$ cat config.mk
export PLATFORM = sky130hd
export DESIGN_NAME = blackjackGame
export DESIGN_NICKNAME = d
export VERILOG_FILES = /design/src/hdl/blackjackPkg.sv /design/src/hdl/keyDebouncer.sv /design/src/hdl/cardSource.sv /design/src/hdl/handAccumulator.sv /design/src/hdl/blackjackController.sv /design/src/hdl/blackjackGame.sv
export SDC_FILE = /design/constraint.sdc
export NUM_CORES = 1
export LEC_CHECK = 0
export BUFFER_PORTS_ARGS = -buffer_cell sky130_fd_sc_hd__buf_2
export CAP_MARGIN = 15
export CORE_UTILIZATION = 45
export DETAILED_ROUTE_END_ITERATION = 16
export GPL_TIMING_DRIVEN = 0
export PLACE_DENSITY = 0.64
export SETUP_SLACK_MARGIN = 0.02
export SYNTH_ARGS = -nofsm -noshare
export SYNTH_HDL_FRONTEND = slang
export SYNTH_SLANG_ARGS = --single-unit
$ cat constraint.sdc
create_clock -name clk -period 3.9 [get_ports clk]
set_input_delay 0.39 -clock clk [delete_from_list [all_inputs] [get_ports clk]]
set_output_delay 0.39 -clock clk [all_outputs]
set_load 0.02 [all_outputs]
$ cat src/hdl/blackjackPkg.sv
// ================================================
// Shared types and constants for the blackjack game.
// Import with a wildcard in each module header.
// ================================================

package blackjackPkg;

    // rank of a card: ace 1, two..ten 2..10, jack/queen/king 11..13
    typedef logic [3:0] cardRank;

    // point value of a card, ace counted as 1 here
    typedef logic [3:0] cardPoints;

    // best total of one hand
    // hard total never passes 31 since adding stops at bust
    typedef logic [4:0] handSum;

    // public game state
    typedef enum logic [2:0]
    {
        idle,
        dealing,
        playing,
        playerWins,
        dealerWins,
        push
    } gameState;

    // whose move it is
    typedef enum logic [1:0]
    {
        nobody,
        player,
        dealer
    } turnIndicator;

    // key positions on the board, all keys active low
    localparam int KEY_HIT   = 0;
    localparam int KEY_STAND = 1;
    localparam int KEY_DEAL  = 2;

    // dealer stops drawing at this total
    localparam handSum DEALER_STAND_TOTAL = 5'd17;

    // five cards without busting win the hand
    localparam logic [2:0] CHARLIE_CARDS = 3'd5;

endpackage

$ cat src/hdl/keyDebouncer.sv
// ================================================
// Debounces the three active-low push keys.
// One single-cycle command pulse per accepted press.
// ================================================

`timescale 1ns/1ps

module keyDebouncer import blackjackPkg::*;
#(
    parameter int DEBOUNCE_CYCLES = 8
)
(
    input  logic       clk,
    input  logic       rstN,
    input  logic [2:0] KEY,
    output logic       hitPress,
    output logic       standPress,
    output logic       dealPress
);

    localparam int NUM_KEYS = 3;
    localparam int CNT_W    = $clog2(DEBOUNCE_CYCLES + 1);

    // keys read 0 while pressed
    logic [NUM_KEYS-1:0] pressed;
    // debounced level per key
    logic [NUM_KEYS-1:0] stable;
    // registered press pulses
    logic [NUM_KEYS-1:0] pulse;
    // consecutive cycles the raw level differs from stable
    logic [CNT_W-1:0]    count [NUM_KEYS];

    assign pressed = ~KEY;

    always_ff @(posedge clk)
    begin
        if (!rstN)
        begin
            stable <= '0;
            pulse  <= '0;
            for (int k = 0; k < NUM_KEYS; k++)
            begin
                count[k] <= '0;
            end
        end
        else
        begin
            for (int k = 0; k < NUM_KEYS; k++)
            begin
                pulse[k] <= 1'b0;
                // raw level agrees with stable, restart the run
                if (pressed[k] == stable[k])
                begin
                    count[k] <= '0;
                end
                // Nth differing sample, accept the new level
                else if (count[k] == CNT_W'(DEBOUNCE_CYCLES - 1))
                begin
                    stable[k] <= pressed[k];
                    // pulse only on the press edge, release is silent
                    pulse[k]  <= pressed[k];
                    count[k]  <= '0;
                end
                else
                begin
                    count[k] <= count[k] + 1'b1;
                end
            end
        end
    end

    assign hitPress   = pulse[KEY_HIT];
    assign standPress = pulse[KEY_STAND];
    assign dealPress  = pulse[KEY_DEAL];

endmodule

$ cat src/hdl/cardSource.sv
// ================================================
// Pseudo-random card source on a free-running LFSR.
// Rank and points are read combinationally; a draw
// takes one extra step so the card is not reused.
// ================================================

`timescale 1ns/1ps

module cardSource import blackjackPkg::*;
#(
    parameter logic [15:0] LFSR_SEED = 16'hACE1
)
(
    input  logic      clk,
    input  logic      rstN,
    input  logic      drawCard,
    output cardRank   rank,
    output cardPoints points
);

    // taps for x^16 + x^14 + x^13 + x^11 + 1, right-shifting Galois form
    localparam logic [15:0] TAP_MASK = 16'hB400;

    logic [15:0] lfsr;
    logic [15:0] stepOnce;
    logic [15:0] stepTwice;
    logic [3:0]  lowBits;

    function automatic logic [15:0] lfsrStep(input logic [15:0] value);
        lfsrStep = (value >> 1) ^ (value[0] ? TAP_MASK : 16'h0000);
    endfunction

    assign stepOnce  = lfsrStep(lfsr);
    assign stepTwice = lfsrStep(stepOnce);

    // always running, so the moment of a key press changes the card
    always_ff @(posedge clk)
    begin
        if (!rstN)
        begin
            lfsr <= LFSR_SEED;
        end
        else
        begin
            lfsr <= drawCard ? stepTwice : stepOnce;
        end
    end

    assign lowBits = lfsr[3:0];

    // fold 0..15 onto 1..13
    always_comb
    begin
        if (lowBits == 4'd0)
        begin
            rank = 4'd13;
        end
        else if (lowBits > 4'd13)
        begin
            rank = lowBits - 4'd13;
        end
        else
        begin
            rank = lowBits;
        end
    end

    // face cards are worth ten
    assign points = (rank > 4'd10) ? 4'd10 : rank;

endmodule

$ cat src/hdl/handAccumulator.sv
// ================================================
// Running total of one hand with soft-ace handling.
// Cleared at the start of a round, one card per add.
// Used twice, once for the player and once for dealer.
// ================================================

`timescale 1ns/1ps

module handAccumulator import blackjackPkg::*;
(
    input  logic       clk,
    input  logic       rstN,
    input  logic       clearHand,
    input  logic       addCard,
    input  cardPoints  points,
    output handSum     sum,
    output logic [2:0] cardCount,
    output logic       blackjack,
    output logic       bust,
    output logic       charlie
);

    // aces counted as 1
    handSum hardTotal;
    // at least one ace in the hand
    logic   hasAce;

    always_ff @(posedge clk)
    begin
        if (!rstN)
        begin
            hardTotal <= '0;
            hasAce    <= 1'b0;
            cardCount <= '0;
        end
        else if (clearHand)
        begin
            hardTotal <= '0;
            hasAce    <= 1'b0;
            cardCount <= '0;
        end
        else if (addCard)
        begin
            // points widened to the sum width
            hardTotal <= hardTotal + handSum'(points);
            cardCount <= cardCount + 3'd1;
            if (points == 4'd1)
            begin
                hasAce <= 1'b1;
            end
        end
    end

    // one ace may count 11 when that keeps the hand at 21 or less
    always_comb
    begin
        if (hasAce && (hardTotal <= 5'd11))
        begin
            sum = hardTotal + 5'd10;
        end
        else
        begin
            sum = hardTotal;
        end
    end

    assign bust      = (hardTotal > 5'd21);
    // natural 21 only counts with the first two cards
    assign blackjack = (cardCount == 3'd2) && (sum == 5'd21);
    assign charlie   = (cardCount == CHARLIE_CARDS) && !bust;

endmodule

$ cat src/hdl/blackjackController.sv
// ================================================
// Round controller for the blackjack game.
// Sequences the deal, the player turn, the dealer
// draw loop and the outcome, and drives the card
// draw and hand update strobes.
// ================================================

`timescale 1ns/1ps

module blackjackController import blackjackPkg::*;
(
    input  logic                  clk,
    input  logic                  rstN,
    input  logic                  hitPress,
    input  logic                  standPress,
    input  logic                  dealPress,
    input  handSum                playerSum,
    input  logic                  playerBlackjack,
    input  logic                  playerBust,
    input  logic                  playerCharlie,
    input  handSum                dealerSum,
    input  logic                  dealerBust,
    input  logic                  dealerCharlie,
    output logic                  drawCard,
    output logic                  playerAdd,
    output logic                  dealerAdd,
    output logic                  clearHands,
    output blackjackPkg::gameState gameState,
    output turnIndicator          whoseTurnIsIt
);

    typedef enum logic [3:0]
    {
        sIdle,
        sClear,
        sDealP1,
        sDealP2,
        sDealD,
        sDealCheck,
        sPlayerWait,
        sPlayerHit,
        sPlayerCheck,
        sDealerDraw,
        sDealerCheck,
        sPlayerWin,
        sDealerWin,
        sPush
    } ctrlState;

    ctrlState state;
    ctrlState nextState;

    always_ff @(posedge clk)
    begin
        if (!rstN)
        begin
            state <= sIdle;
        end
        else
        begin
            state <= nextState;
        end
    end

    always_comb
    begin
        nextState = state;
        unique case (state)
            sIdle, sPlayerWin, sDealerWin, sPush:
                if (dealPress)
                begin
                    nextState = sClear;
                end
            // deal order is player, player, dealer
            sClear:  nextState = sDealP1;
            sDealP1: nextState = sDealP2;
            sDealP2: nextState = sDealD;
            sDealD:  nextState = sDealCheck;
            // dealer blackjack is not looked at
            sDealCheck:
                nextState = playerBlackjack ? sPlayerWin : sPlayerWait;
            sPlayerWait:
                if (hitPress)
                begin
                    nextState = sPlayerHit;
                end
                else if (standPress)
                begin
                    nextState = sDealerCheck;
                end
            sPlayerHit: nextState = sPlayerCheck;
            // sums of the new card are valid here
            sPlayerCheck:
                if (playerBust)
                begin
                    nextState = sDealerWin;
                end
                else if (playerCharlie)
                begin
                    nextState = sPlayerWin;
                end
                else
                begin
                    nextState = sPlayerWait;
                end
            sDealerDraw: nextState = sDealerCheck;
            sDealerCheck:
                if (dealerBust)
                begin
                    nextState = sPlayerWin;
                end
                else if (dealerCharlie)
                begin
                    nextState = sDealerWin;
                end
                else if (dealerSum < DEALER_STAND_TOTAL)
                begin
                    nextState = sDealerDraw;
                end
                else if (dealerSum > playerSum)
                begin
                    nextState = sDealerWin;
                end
                else if (dealerSum < playerSum)
                begin
                    nextState = sPlayerWin;
                end
                else
                begin
                    nextState = sPush;
                end
            default: nextState = sIdle;
        endcase
    end

    // strobes come straight from the state
    assign clearHands = (state == sClear);
    assign playerAdd  = (state == sDealP1) || (state == sDealP2) || (state == sPlayerHit);
    assign dealerAdd  = (state == sDealD) || (state == sDealerDraw);
    assign drawCard   = playerAdd || dealerAdd;

    // public view of the internal states
    always_comb
    begin
        gameState     = idle;
        whoseTurnIsIt = nobody;
        unique case (state)
            sIdle:                 gameState = idle;
            sClear, sDealCheck:    gameState = dealing;
            sDealP1, sDealP2:
            begin
                gameState     = dealing;
                whoseTurnIsIt = player;
            end
            sDealD:
            begin
                gameState     = dealing;
                whoseTurnIsIt = dealer;
            end
            sPlayerWait, sPlayerHit, sPlayerCheck:
            begin
                gameState     = playing;
                whoseTurnIsIt = player;
            end
            sDealerDraw, sDealerCheck:
            begin
                gameState     = playing;
                whoseTurnIsIt = dealer;
            end
            sPlayerWin:            gameState = playerWins;
            sDealerWin:            gameState = dealerWins;
            sPush:                 gameState = push;
            default:               gameState = idle;
        endcase
    end

endmodule

$ cat src/hdl/blackjackGame.sv
// ================================================
// Top level of the blackjack game.
// Keys in, hand sums, state, turn and dealt cards out.
// ================================================

`timescale 1ns/1ps

module blackjackGame import blackjackPkg::*;
#(
    parameter int          DEBOUNCE_CYCLES = 8,
    parameter logic [15:0] LFSR_SEED       = 16'hACE1
)
(
    input  logic                   clk,
    input  logic                   rstN,
    input  logic [2:0]             KEY,
    output handSum                 playerHandSum,
    output handSum                 dealerHandSum,
    output blackjackPkg::gameState gameState,
    output turnIndicator           whoseTurnIsIt,
    output cardRank                dealtCard,
    output logic                   cardStrobe
);

    // debounced commands
    logic      hitPress;
    logic      standPress;
    logic      dealPress;
    // controller strobes
    logic      drawCard;
    logic      playerAdd;
    logic      dealerAdd;
    logic      clearHands;
    // card value shared by both hands
    cardPoints points;
    // hand flags back to the controller
    logic      playerBlackjack;
    logic      playerBust;
    logic      playerCharlie;
    logic      dealerBust;
    logic      dealerCharlie;

    keyDebouncer #(
        .DEBOUNCE_CYCLES(DEBOUNCE_CYCLES)
    ) keyDebouncer_inst (
        .clk       (clk),
        .rstN      (rstN),
        .KEY       (KEY),
        .hitPress  (hitPress),
        .standPress(standPress),
        .dealPress (dealPress)
    );

    cardSource #(
        .LFSR_SEED(LFSR_SEED)
    ) cardSource_inst (
        .clk     (clk),
        .rstN    (rstN),
        .drawCard(drawCard),
        .rank    (dealtCard),
        .points  (points)
    );

    handAccumulator playerHand (
        .clk      (clk),
        .rstN     (rstN),
        .clearHand(clearHands),
        .addCard  (playerAdd),
        .points   (points),
        .sum      (playerHandSum),
        .cardCount(),
        .blackjack(playerBlackjack),
        .bust     (playerBust),
        .charlie  (playerCharlie)
    );

    // dealer blackjack is not part of the rules here
    handAccumulator dealerHand (
        .clk      (clk),
        .rstN     (rstN),
        .clearHand(clearHands),
        .addCard  (dealerAdd),
        .points   (points),
        .sum      (dealerHandSum),
        .cardCount(),
        .blackjack(),
        .bust     (dealerBust),
        .charlie  (dealerCharlie)
    );

    blackjackController blackjackController_inst (
        .clk            (clk),
        .rstN           (rstN),
        .hitPress       (hitPress),
        .standPress     (standPress),
        .dealPress      (dealPress),
        .playerSum      (playerHandSum),
        .playerBlackjack(playerBlackjack),
        .playerBust     (playerBust),
        .playerCharlie  (playerCharlie),
        .dealerSum      (dealerHandSum),
        .dealerBust     (dealerBust),
        .dealerCharlie  (dealerCharlie),
        .drawCard       (drawCard),
        .playerAdd      (playerAdd),
        .dealerAdd      (dealerAdd),
        .clearHands     (clearHands),
        .gameState      (gameState),
        .whoseTurnIsIt  (whoseTurnIsIt)
    );

    // every draw is shown on the card outputs
    assign cardStrobe = drawCard;

endmodule

==> summary.md, run 1 <==
| Metric | Value |
|---|---|
| Ant. Diodes | 0 |
| Final Util | 0.5194 |
| Clock root buffer master | clkbuf_8 |
| Pre-antenna DRT Iters | 4 |
| Setup Fix Bufs, Post-CTS | 0 |
| Data arrival, critical path | 3690 ps |
| Max Fclk | 0.2856 GHz |
| Mapped Avg Cell Area | 8.387 um2 |
| Starting density of the core | 0.4705 |
| Clock Tree Buf Depth | 2 |
| Die X | between 90 and 100 um |
| Clk Latency, worst-skew pair | 310 ps |
| Gr usage total | 0.1910 |
| Synth top area cells | dfxtp_1 (24%), edfxtp_1 (9.8%), ha_1 (9.5%) |
| Status | finished, final reports clean |
| First-pass GRT wire length | 13.19 mm |
| PD cells | 448.9 nW/um2 |
| Routed length per instance | approximately 13 um |
| LEAKAGE | 1.670 nW |
| Flop2flop setup slack | 400 ps |
| Ys flop type | dfxtp_1 |
| Top cell type's share of synthesized area | 0.2398 |
| CP max stage delay | around 440 ps |
| Global route hottest layer | met2 |
| Hold Buf Count CTS | 0 |
| Setup Crit Path Kind | reg -> reg |
| Required time of the critical path | 4090 ps |
| Setup TNS | 0 ps |
| Synth warn | 0 |
| Hold Vio Cnt, Final | 0 |
| Die ar. | 8529 um2 |
| Crit end category | flip-flop |
| Antenna violations before repair | 0 |
| Synth cell types | 65 |
| Num ports | 25 |
| Routed wire length | 7.780 mm |
| Element type at the critical path start | flip-flop |
| Placer congestion estimate | 0.8403 |
| Worst-path maximum fanout | 8 |
| Layout net count | roughly 500 |
| Share of layout cells above drive strength 1 | 0.1188 |
| Setup Viol. Count Final | 0 |
| Vias in the first global route | 2885 |
| Buf+Inv Stages, Crit Path | 2 |
| Post-synthesis sequential area ratio | 0.3379 |
| # rows | 32 |
| Post-route clock skew | 7.830 ps |
| Die height | 92.35 um |
| Met1 Usage GRT | 0.2629 |
| Post-synth EDFFs | 12 |
| GRT overflow | 0 |
| Top delay family on crit path | adder cells |
| Clk pin slew, worst setup/hold paths | 110 ps |
| Unrepaired setup endpoints after global routing | false |
| FFs w/ async S/R, synth | 0 |
| Number of clock sinks | 56 |
| Routed Antenna Nets | 0 |
| Slew HR | 0.4475 |
| DR vias | 3082 |
| Mapped Area | approximately 3700 um2 |
| Drt first-iter violations | 175 |
| CTS tree | done |
| GR Layer Usage met2 | 0.3080 |
| Vias per inst | ~5.3 |
| Max-cap violation count | 0 |
| Core footprint | about 7800 um2 |
| DP Wirelength | 5.980 mm |
| Max VDD drop | 0.2758 mV |
| Crit path cell chain | clkbuf_1 -> inv_1 -> ha_1 -> and4bb_2 -> nor2_1 -> a211oi_2 -> o21ai_1 -> and2_1 -> ha_1 -> fa_1 -> a21oi_1 -> nor2b_1 -> o21ai_0 -> xnor2_1 -> nor2_1 |
| Port buffer count | 23 |
| Dominant cell type by area after synthesis | dfxtp_1 |
| Tmin final | approximately 3500 ps |
| Slowest-stage cell, CP | fa_1 |
| Worst hold-check path type | in -> reg |
| Final hold slack | 281.3 ps |
| Synth Register Bits | 56 |
| TritonCTS Buffers | 5 |
| Slew @ Worst Pin | between 800 and 900 ps |
| Largest net degree at the start of global routing | 19 |
| GR Layer Usage met3 | 0.02463 |
| Final worst-path cycle share | 0.8978 |
| Area delta synth->final | 10.39% |
| Max-slew violations | 0 |
| H-tree depth | 2 |
| Synthesized instance count | 438 |
| Drc violations | 0 |
[synthesized netlist by cell type, drive strengths merged, types with 2 or more instances]
master and n:
and3 2, inv 23, nand2 45, or2 2
xor2 11, a31oi 5, and2 3, nor4b 2
mux2i 3, nor3 2, o21a 3, dfxtp 44
o31ai 3, nor2b 8, a211oi 12, nand2b 8
nor2 60, clkbuf 13, or4 2, a311oi 2
a21oi 30, o21ai 19, nand3b 5, and3b 4
o211ai 3, edfxtp 12, fa 2, nor4 4
nand4b 4, nor3b 7, o221a 2, ha 28
nand3 15, buf 8, a21o 8, xnor2 16
[layout by cell type, fill, tap and decap left out, types with 8 or more instances in the layout]
cell and instances:
nor2_1 60, nand2_1 45, dfxtp_1 44, buf_2 29, a21oi_1 29, ha_1 28, inv_1 21, xnor2_1 16
nand3_1 15, clkbuf_1 12, edfxtp_1 12, conb_1 12, a211oi_1 11, xor2_1 11, o21ai_0 10, o21ai_1 9
a21o_1 8, nand2b_1 8, nor2b_1 8
[area by class of cell]
cell class	count	area (um2)
clock buffer	5	68.82
fill	760	3752
tap	102	127.6
buffer	21	95.09
timing repair buffer	23	115.1
sequential	56	1241
multi-input combinational	349	2298
clock inverter	3	22.52
inverter	23	86.33
[stage by stage]
stage | setup WS [ps] | cells | power, mW | instance area [um2]
floorplan | 238.2 | 449 | 1.320 | 3715
global placement | 272.3 | 574 | 1.482 | 3958
detailed placement | 213.4 | 574 | 1.498 | 3958
CTS | 192.4 | 582 | 1.827 | 4049
global route | 117.1 | 582 | 1.951 | 4055
finish | 398.5 | 582 | 1.820 | 4055
[sequential cells by signal (all words and copies together) (netlist names), 4 cells and up]
signal,cells
keyDebouncer_inst.count,12
dealerHand.hardTotal,5
playerHand.hardTotal,5
blackjackController_inst.state,4
cardSource_inst.lfsr,16
[final timing paths]
| check | from | cells after the start | end |
|---|---|---|---|
| worst min register to register | cardSource_inst.lfsr[4] | 2 | cardSource_inst.lfsr[3] |
| worst min-delay path | KEY[0] | 2 | keyDebouncer_inst.stable[0] |
| worst max register to register | cardSource_inst.lfsr[1] | 15 | playerHand.hardTotal[4] |
| worst max-delay path | cardSource_inst.lfsr[1] | 15 | playerHand.hardTotal[4] |
[where the power goes]
group	internal [mW]	switching (mW)
Clock	0.129	0.197
Combinational	0.298	0.452
Sequential	0.675	0.0690
Total	1.10	0.718
[cells by family after synthesis]
logic type,count (synthesis),share of synthesized area
flip-flops,56,0.3379
other,1,0.001021
AND/OR/NAND/NOR,178,0.2520
AO/OA/AOI/OAI,99,0.1812
XOR/XNOR,27,0.06437
adder cells (fa/ha/maj),30,0.1063
multiplexers,3,0.008175
buffers and inverters,44,0.04905
[what timing repair did]
| action | 4_1_cts | 5_1_grt |
|---|---|---|
| resized for setup | 0 | 3 |
| setup endpoints to repair | 0 | 2 |
| hold endpoints to repair | 0 | 0 |
[worst reg2reg max path, delay by kind of cell, from the launching register on]
kind                     cells  cell delay [ps]
buffers and inverters        2              510
flip-flops                   1              320
AO/OA/AOI/OAI                4              790
adder cells (fa/ha/maj)      3              880
XOR/XNOR                     1              140
AND/OR/NAND/NOR              5              750
[layer usage]
layer  share of wire  wire, um  vias up
li1                -         -     1596
met1            0.51      3929     1418
met2            0.44      3452       53
met3           0.031       240       15
met4           0.020       158        0
met5               0         0        -
No activity file was read; power rests on OpenSTA's default activity.
==> inputs of run 2 (changes only) <==
--- a/config.mk
+++ b/config.mk
@@ -5,12 +5,15 @@
 export SDC_FILE = /design/constraint.sdc
 export NUM_CORES = 1
 export LEC_CHECK = 0
+export ABC_AREA = 1
 export BUFFER_PORTS_ARGS = -buffer_cell sky130_fd_sc_hd__buf_2
 export CAP_MARGIN = 15
+export CELL_PAD_IN_SITES_DETAIL_PLACEMENT = 0
+export CELL_PAD_IN_SITES_GLOBAL_PLACEMENT = 1
 export CORE_UTILIZATION = 45
 export DETAILED_ROUTE_END_ITERATION = 16
 export GPL_TIMING_DRIVEN = 0
-export PLACE_DENSITY = 0.64
+export PLACE_DENSITY = 0.82
 export SETUP_SLACK_MARGIN = 0.02
 export SYNTH_ARGS = -nofsm -noshare
 export SYNTH_HDL_FRONTEND = slang
==> run 2 against run 1 <==
Compared with the run above:
- via count shrank 0.26%
- area after synthesis shrank 3.3%
- total power grew 9.5%
- clock skew grew 0.84 ps
- combinational power grew 15%
- hold slack gained 79 ps
- critical endpoint is now dealerHand.hardTotal[4]
- largest power group unchanged
==> summary.md, run 2 <==
| Metric | Value |
|---|---|
| Most frequent CP cell | nand2_1 |
| Unrepaired setup endpoints after global routing | false |
| Clk Latency, worst-skew pair | 300 ps |
| Post-synthesis sequential area ratio | 0.3493 |
| Max Fclk | 0.3062 GHz |
| Max FFs per register | 16 |
| Flop pwr share | 0.381 |
| Routed length per instance | about 12 um |
| Leading cell type in the layout, fill and taps excluded | nand2_1 |
| Worst R2R End | dealerHand.hardTotal[4] |
| Status | finished, final reports clean |
| Placer congestion estimate | 0.8185 |
| Internal Pwr Total | between 1 and 1.5 mW |
| Layout Cells excl Fill | 621 |
| Ys flop type | dfxtp_1 |
| Clock share of power | 0.186 |
| Pre-antenna DRT Iters | 4 |
| CP max stage delay | between 400 and 500 ps |
| Share of layout cells above drive strength 1 | 0.1233 |
| Worst R2R Path Depth | 16 |
| Number of clock sinks | 56 |
| LEAKAGE | 1.884 nW |
| Max-slew violations | 0 |
| H-tree depth | 2 |
| Gr usage total | 0.1851 |
| Area delta synth->final | 11.16% |
| # rows | 32 |
| Worst setup path start | cardSource_inst.lfsr[1] |
| Crit path cell chain | clkbuf_1 -> inv_1 -> ha_1 -> nor3_2 -> nand2_1 -> o221ai_1 -> nand2_1 -> nand2_1 -> inv_1 -> ha_1 -> fa_1 -> a21oi_1 -> o21bai_1 -> nand2_1 -> nand2_1 -> a21oi_1 |
| Ant. Diodes | 0 |
| Max-cap violation count | 0 |
| Flop2flop setup slack | around 630 ps |
| Routed wire length | 7.259 mm |
| Slew HR | 0.6600 |
| Post-Place Setup Slack | roughly 660 ps |
| First-pass GRT wire length | 12.56 mm |
| Hold Vio Cnt, Final | 0 |
| Most common cell in the netlist | nand2_1 |
| Clock Tree Buf Depth | 2 |
| Comb power frac | 0.433 |
| WHS Endpoint | keyDebouncer_inst.pulse[2] |
| Drt first-iter violations | 120 |
| DR vias | 3074 |
| PD cells | slightly above 500 nW/um2 |
| Worst hold-check path type | in -> reg |
| Setup TNS | 0 ps |
| Post-CTS Resized | 0 |
| Drc violations | 0 |
| FFs w/ async S/R, synth | 0 |
| Clock root buffer master | clkbuf_8 |
| Max VDD drop | 0.3034 mV |
| Post-route clock skew | a little under 9 ps |
| Top cell type's share of synthesized area | 0.2479 |
| TritonCTS Buffers | 5 |
| Required time of the critical path | 4140 ps |
| Slowest-stage cell, CP | fa_1 |
| Element type at the critical path start | flip-flop |
| Layout net count | 553 |
| Routed Antenna Nets | 0 |
| Die ar. | 8256 um2 |
| Die X | ~91 um |
| Starting density of the core | 0.4622 |
| Post-synth EDFFs | 12 |
| Largest net degree at the start of global routing | 17 |
| Die height | 90.86 um |
| Setup Fix Bufs, Post-CTS | 0 |
| Reg2reg start | cardSource_inst.lfsr[1] |
| Most frequent cells in the layout | nand2_1 (79), inv_1 (63), nor2_1 (53) |
| Switching share of power | 0.4041 |
| Top reg by flops | cardSource_inst.lfsr |
| Synth top area cells | dfxtp_1 (25%), edfxtp_1 (10%), ha_1 (9.9%) |
| Top delay family on crit path | adder cells |
| DP Wirelength | ~5.7 mm |
| Synth warn | 0 |
| Antenna violations before repair | 0 |
| Core footprint | 7687 um2 |
| Dominant cell type by area after synthesis | dfxtp_1 |
| Hold Crit Start | KEY[2] |
| Hold path depth | 3 |
| Setup Crit Path Kind | reg -> reg |
| Post-synth top cells | nand2_1 (79), inv_1 (63), nor2_1 (53) |
| Crit end category | flip-flop |
| Setup Viol. Count Final | 0 |
| Buf+Inv Stages, Crit Path | 3 |
| Hold Buf Count CTS | 0 |
| Final worst-path cycle share | 0.8374 |
| Largest regs | cardSource_inst.lfsr x16, keyDebouncer_inst.count x12 |
| Placed cell count | about 610 |
| CTS tree | done |
| Synth Register Bits | 56 |
| Worst Setup Slack, final | around 630 ps |
| Slew @ Worst Pin | slightly above 500 ps |
| Mapped Area | ~3600 um2 |
| Vias in the first global route | 2880 |
| Synthesized instance count | 476 |
| Clk pin slew, worst setup/hold paths | 100 ps |
| GRT overflow | 0 |
| Switching pwr | 805.3 uW |
| Port buffer count | 24 |
| Vias per inst | between 4 and 5 |
| Worst-path maximum fanout | 7 |
| Synth cell types | 46 |
| Tmin final | approximately 3300 ps |
| Mapped Avg Cell Area | 7.465 um2 |
| Num ports | 25 |
| Data arrival, critical path | 3510 ps |
[run 2: cell types whose count changed after synthesis, moves of 6 or more]
cell and change:
o21ai_0 +24, nor2_1 -7, nand2b_1 -8, a21oi_1 +11, a21o_1 -6, o21ai_1 -7, xnor2_1 -7, nand3_1 +14
clkbuf_1 -9, a211oi_1 -12, inv_1 +42, nor2b_1 -8, nand2_1 +34
[run 2: through the flow]
| stage | hold slack (ps) | util | area (um2) | power [mW] |
|---|---|---|---|---|
| 2_1_floorplan | 423.6 | - | 3595 | 1.429 |
| 3_3_place_gp | 448.0 | 0.4998 | 3842 | 1.626 |
| 3_5_place_dp | 455.0 | 0.4998 | 3842 | 1.638 |
| 4_1_cts | 348.8 | 0.5138 | 3950 | 2.015 |
| 5_1_grt | 342.1 | 0.5138 | 3950 | 2.174 |
| 6_report | 360.3 | 0.5138 | 3950 | 1.993 |
[run 2: worst max path at each step]
stage,depth (start not counted),to
floorplan,16,dealerHand.hardTotal[4]
global placement,16,dealerHand.hardTotal[4]
detailed placement,16,dealerHand.hardTotal[4]
CTS,16,dealerHand.hardTotal[4]
global route,18,dealerHand.hardTotal[4]
finish,16,dealerHand.hardTotal[4]
[run 2: cell type report]
class / instances / area [um2]
sequential: 56 / 1241
clock buffer: 6 / 72.57
clock inverter: 2 / 35.03
fill: 781 / 3737
inverter: 69 / 259.0
buffer: 13 / 81.33
timing repair buffer: 24 / 120.1
tap: 102 / 127.6
multi-input combinational: 349 / 2013
[run 2: power groups by stage]
stage | logic [mW] | registers, mW | clock network [mW]
detailed placement | 0.866 | 0.773 | 0
global route | 0.994 | 0.775 | 0.405
floorplan | 0.675 | 0.754 | 0
finish | 0.862 | 0.760 | 0.371
CTS | 0.870 | 0.759 | 0.386
global placement | 0.856 | 0.770 | 0
[run 2: cell families after synthesis]
kind of cell               count (synthesis)  share of synthesized area
AOI/OAI and AO/OA                         94                     0.1482
xor gates and xnor gates                  19                    0.04683
adders and majority gates                 30                     0.1099
buffers and inverters                     82                    0.09577
DFF                                       56                     0.3493
other                                      1                   0.001055
and+or+nand+nor                          194                     0.2489
[run 2: metal layers]
| metal | wire length, um | part of all wire | vias up | GRT usage |
|---|---|---|---|---|
| li1 | - | - | 1630 | - |
| met3 | 218 | 0.030 | 5 | 0.02946 |
| met5 | 0 | 0 | - | 0 |
| met4 | 66 | 0.0091 | 0 | 0.04630 |
| met2 | 3374 | 0.46 | 48 | 0.3270 |
| met1 | 3600 | 0.50 | 1391 | 0.2344 |
[run 2: worst reg2reg max path: cells and delay by family, from the launching register on]
family,cells,cell delay (ps)
compound gates,4,670
fa+ha+maj,3,870
buf+inv,3,540
flops,1,310
simple gates,6,820
==> inputs of run 3 (changes only) <==
==> constraint.sdc (replaced) <==
create_clock -name clk -period 3.2 [get_ports clk]
set_input_delay 0.32 -clock clk [delete_from_list [all_inputs] [get_ports clk]]
set_output_delay 0.32 -clock clk [all_outputs]
set_load 0.02 [all_outputs]
==> run 3 against run 2 <==
Compared with the run above:
- final cell count unchanged
- sequential cell count unchanged
- critical path type unchanged
- combinational power increased by 24%
- via count decreased by 1.2%
- non-clock buffer count unchanged
- register-to-register slack got worse by 360 ps
- maximum frequency increased by 12%
- total power increased by 28%
- first-iteration DRC count decreased by 23%
- critical path depth increased by 2
- final area increased by 1.5%
==> summary.md, run 3 (synthesis gave the netlist of run 2 again) <==
| Metric | Value |
|---|---|
| Status | finished, final reports clean |
| Largest net degree at the start of global routing | 19 |
| Starting density of the core | 0.4622 |
| Clock Tree Buf Depth | 2 |
| Fill count | ~800 |
| Leading cell type in the layout, fill and taps excluded | nand2_1 |
| # rows | 32 |
| Data arrival, critical path | between 3000 and 4000 ps |
| Worst R2R Path Depth | 18 |
| Die X | ~90 um |
| Crit end category | flip-flop |
| Area of the multi-input gates | 2036 um2 |
| Hold path depth | 3 |
| Gr usage total | 0.1879 |
| Routed wire length | roughly 7.4 mm |
| Pre-antenna DRT Iters | 4 |
| First-pass GRT wire length | 12.83 mm |
| CTS tree | done |
| Slew HR | 0.6656 |
| LEAKAGE | 1.910 nW |
| Routed length per instance | 11.92 um |
| Post-route clock skew | 9.714 ps |
| Max-cap violation count | 0 |
| Worst-path maximum fanout | 7 |
| Vias per inst | between 4 and 5 |
| Routed Antenna Nets | 0 |
| Number of clock sinks | 56 |
| Max VDD drop | between 0.4 and 0.5 mV |
| Max-slew violations | 0 |
| Worst hold-check path type | in -> reg |
| Antenna violations before repair | 0 |
| GRT overflow | 0 |
| Clk Latency, worst-skew pair | between 300 and 400 ps |
| Drt first-iter violations | 92 |
| Hold Buf Count CTS | 0 |
| TritonCTS Buffers | 5 |
| Setup Viol. Count Final | 0 |
| Slew @ Worst Pin | 501.6 ps |
| Max Fclk | 0.3415 GHz |
| Layout net count | around 550 |
| Clock root buffer master | clkbuf_8 |
| Port buffer count | 24 |
| H-tree depth | 2 |
| Setup Crit Path Kind | reg -> reg |
| Most frequent cells in the layout | nand2_1 (78), inv_1 (63), nor2_1 (52) |
| Element type at the critical path start | flip-flop |
| Drc violations | 0 |
| Placer congestion estimate | around 0.83 |
| Die height | 90.86 um |
| PD cells | 637.0 nW/um2 |
| Final Util | 0.5216 |
| Num ports | 25 |
| Area delta synth->final | 12.85% |
| Hold Vio Cnt, Final | 0 |
| Vias in the first global route | 2903 |
| Post-Place Setup Slack | -128.5 ps |
| Max FFs per register | 16 |
| Tmin final | a little under 3000 ps |
| Required time of the critical path | between 3000 and 4000 ps |
| Final hold slack | 291.2 ps |
| Top reg by flops | cardSource_inst.lfsr |
| Flop2flop setup slack | 270 ps |
| FF/Latch Area | 1242 um2 |
| DP Wirelength | 5.818 mm |
| Share of layout cells above drive strength 1 | 0.1368 |
| Worst Setup Slack, final | 272.1 ps |
| Die ar. | 8256 um2 |
| Largest regs | cardSource_inst.lfsr x16, keyDebouncer_inst.count x12 |
| Unrepaired setup endpoints after global routing | false |
| Ant. Diodes | 0 |
| DR vias | around 3000 |
| Final worst-path cycle share | 0.9150 |
| Core footprint | 7687 um2 |
| Clk pin slew, worst setup/hold paths | about 100 ps |
==> run 3: timing repair <==
action | CTS | global route
hold endpoints to repair | 0 | 0
cloned | 0 | 0
gates resized for setup | 1 | 5
pin swaps | 0 | 1
buffers inserted | 0 | 1
endpoints found under the setup margin | 6 | 6
==> run 3: through the flow <==
stage	total power, mW	setup TNS [ps]	std cells	cell area, um2
after CTS	2.574	0	620	3991
after floorplan	1.750	0	487	3603
final	2.554	0	621	4010
after global placement	1.989	-187.6	613	3851
after detailed placement	2.012	-280.5	613	3851
after global routing	2.768	0	621	4010
==> run 3: layout make-up <==
cell class | instances | area share
Clock buffer | 5 | 0.01716
Buffer | 12 | 0.01997
Sequential cell | 56 | 0.3098
Timing Repair Buffer | 25 | 0.03183
Tap cell | 102 | 0.03183
Clock inverter | 3 | 0.01716
Inverter | 69 | 0.06459
Multi-Input combinational cell | 349 | 0.5076
==> run 3: report_power, final <==
group / switching, mW / leakage, nW / internal (mW)
Clock: 0.234 / 0.0687 / 0.315
Sequential: 0.101 / 0.483 / 0.838
Combinational: 0.679 / 1.36 / 0.387
Total: 1.01 / 1.91 / 1.54
==> run 3: final timing paths <==
| path | startpoint | end |
|---|---|---|
| worst max register to register | cardSource_inst.lfsr[0] | dealerHand.hardTotal[4] |
| worst min register to register | cardSource_inst.lfsr[10] | cardSource_inst.lfsr[9] |
| worst min-delay path | KEY[2] | keyDebouncer_inst.pulse[2] |
| worst max-delay path | cardSource_inst.lfsr[0] | dealerHand.hardTotal[4] |
==> run 3: critical path, stage by stage, from the launching register on <==
cell and delay [ps]:
dfxtp_1 350, buf_4 140, inv_1 100, ha_1 240
nor3_4 230, nor2_1 80, nor2_2 140, inv_1 60
o21ai_0 160, nand2_1 80, nand2_1 70, inv_1 70
ha_1 220, fa_1 430, a21oi_1 170, o21bai_1 90
nand2_1 70, nand2_1 50, a21oi_1 110
==> run 3: layer usage <==
layer	track usage	wire length, um	vias to the layer above
met1	0.2427	3672	1367
met4	0.03571	49	0
met3	0.02273	155	5
met5	0	0	-
li1	-	-	1628
met2	0.3371	3523	36
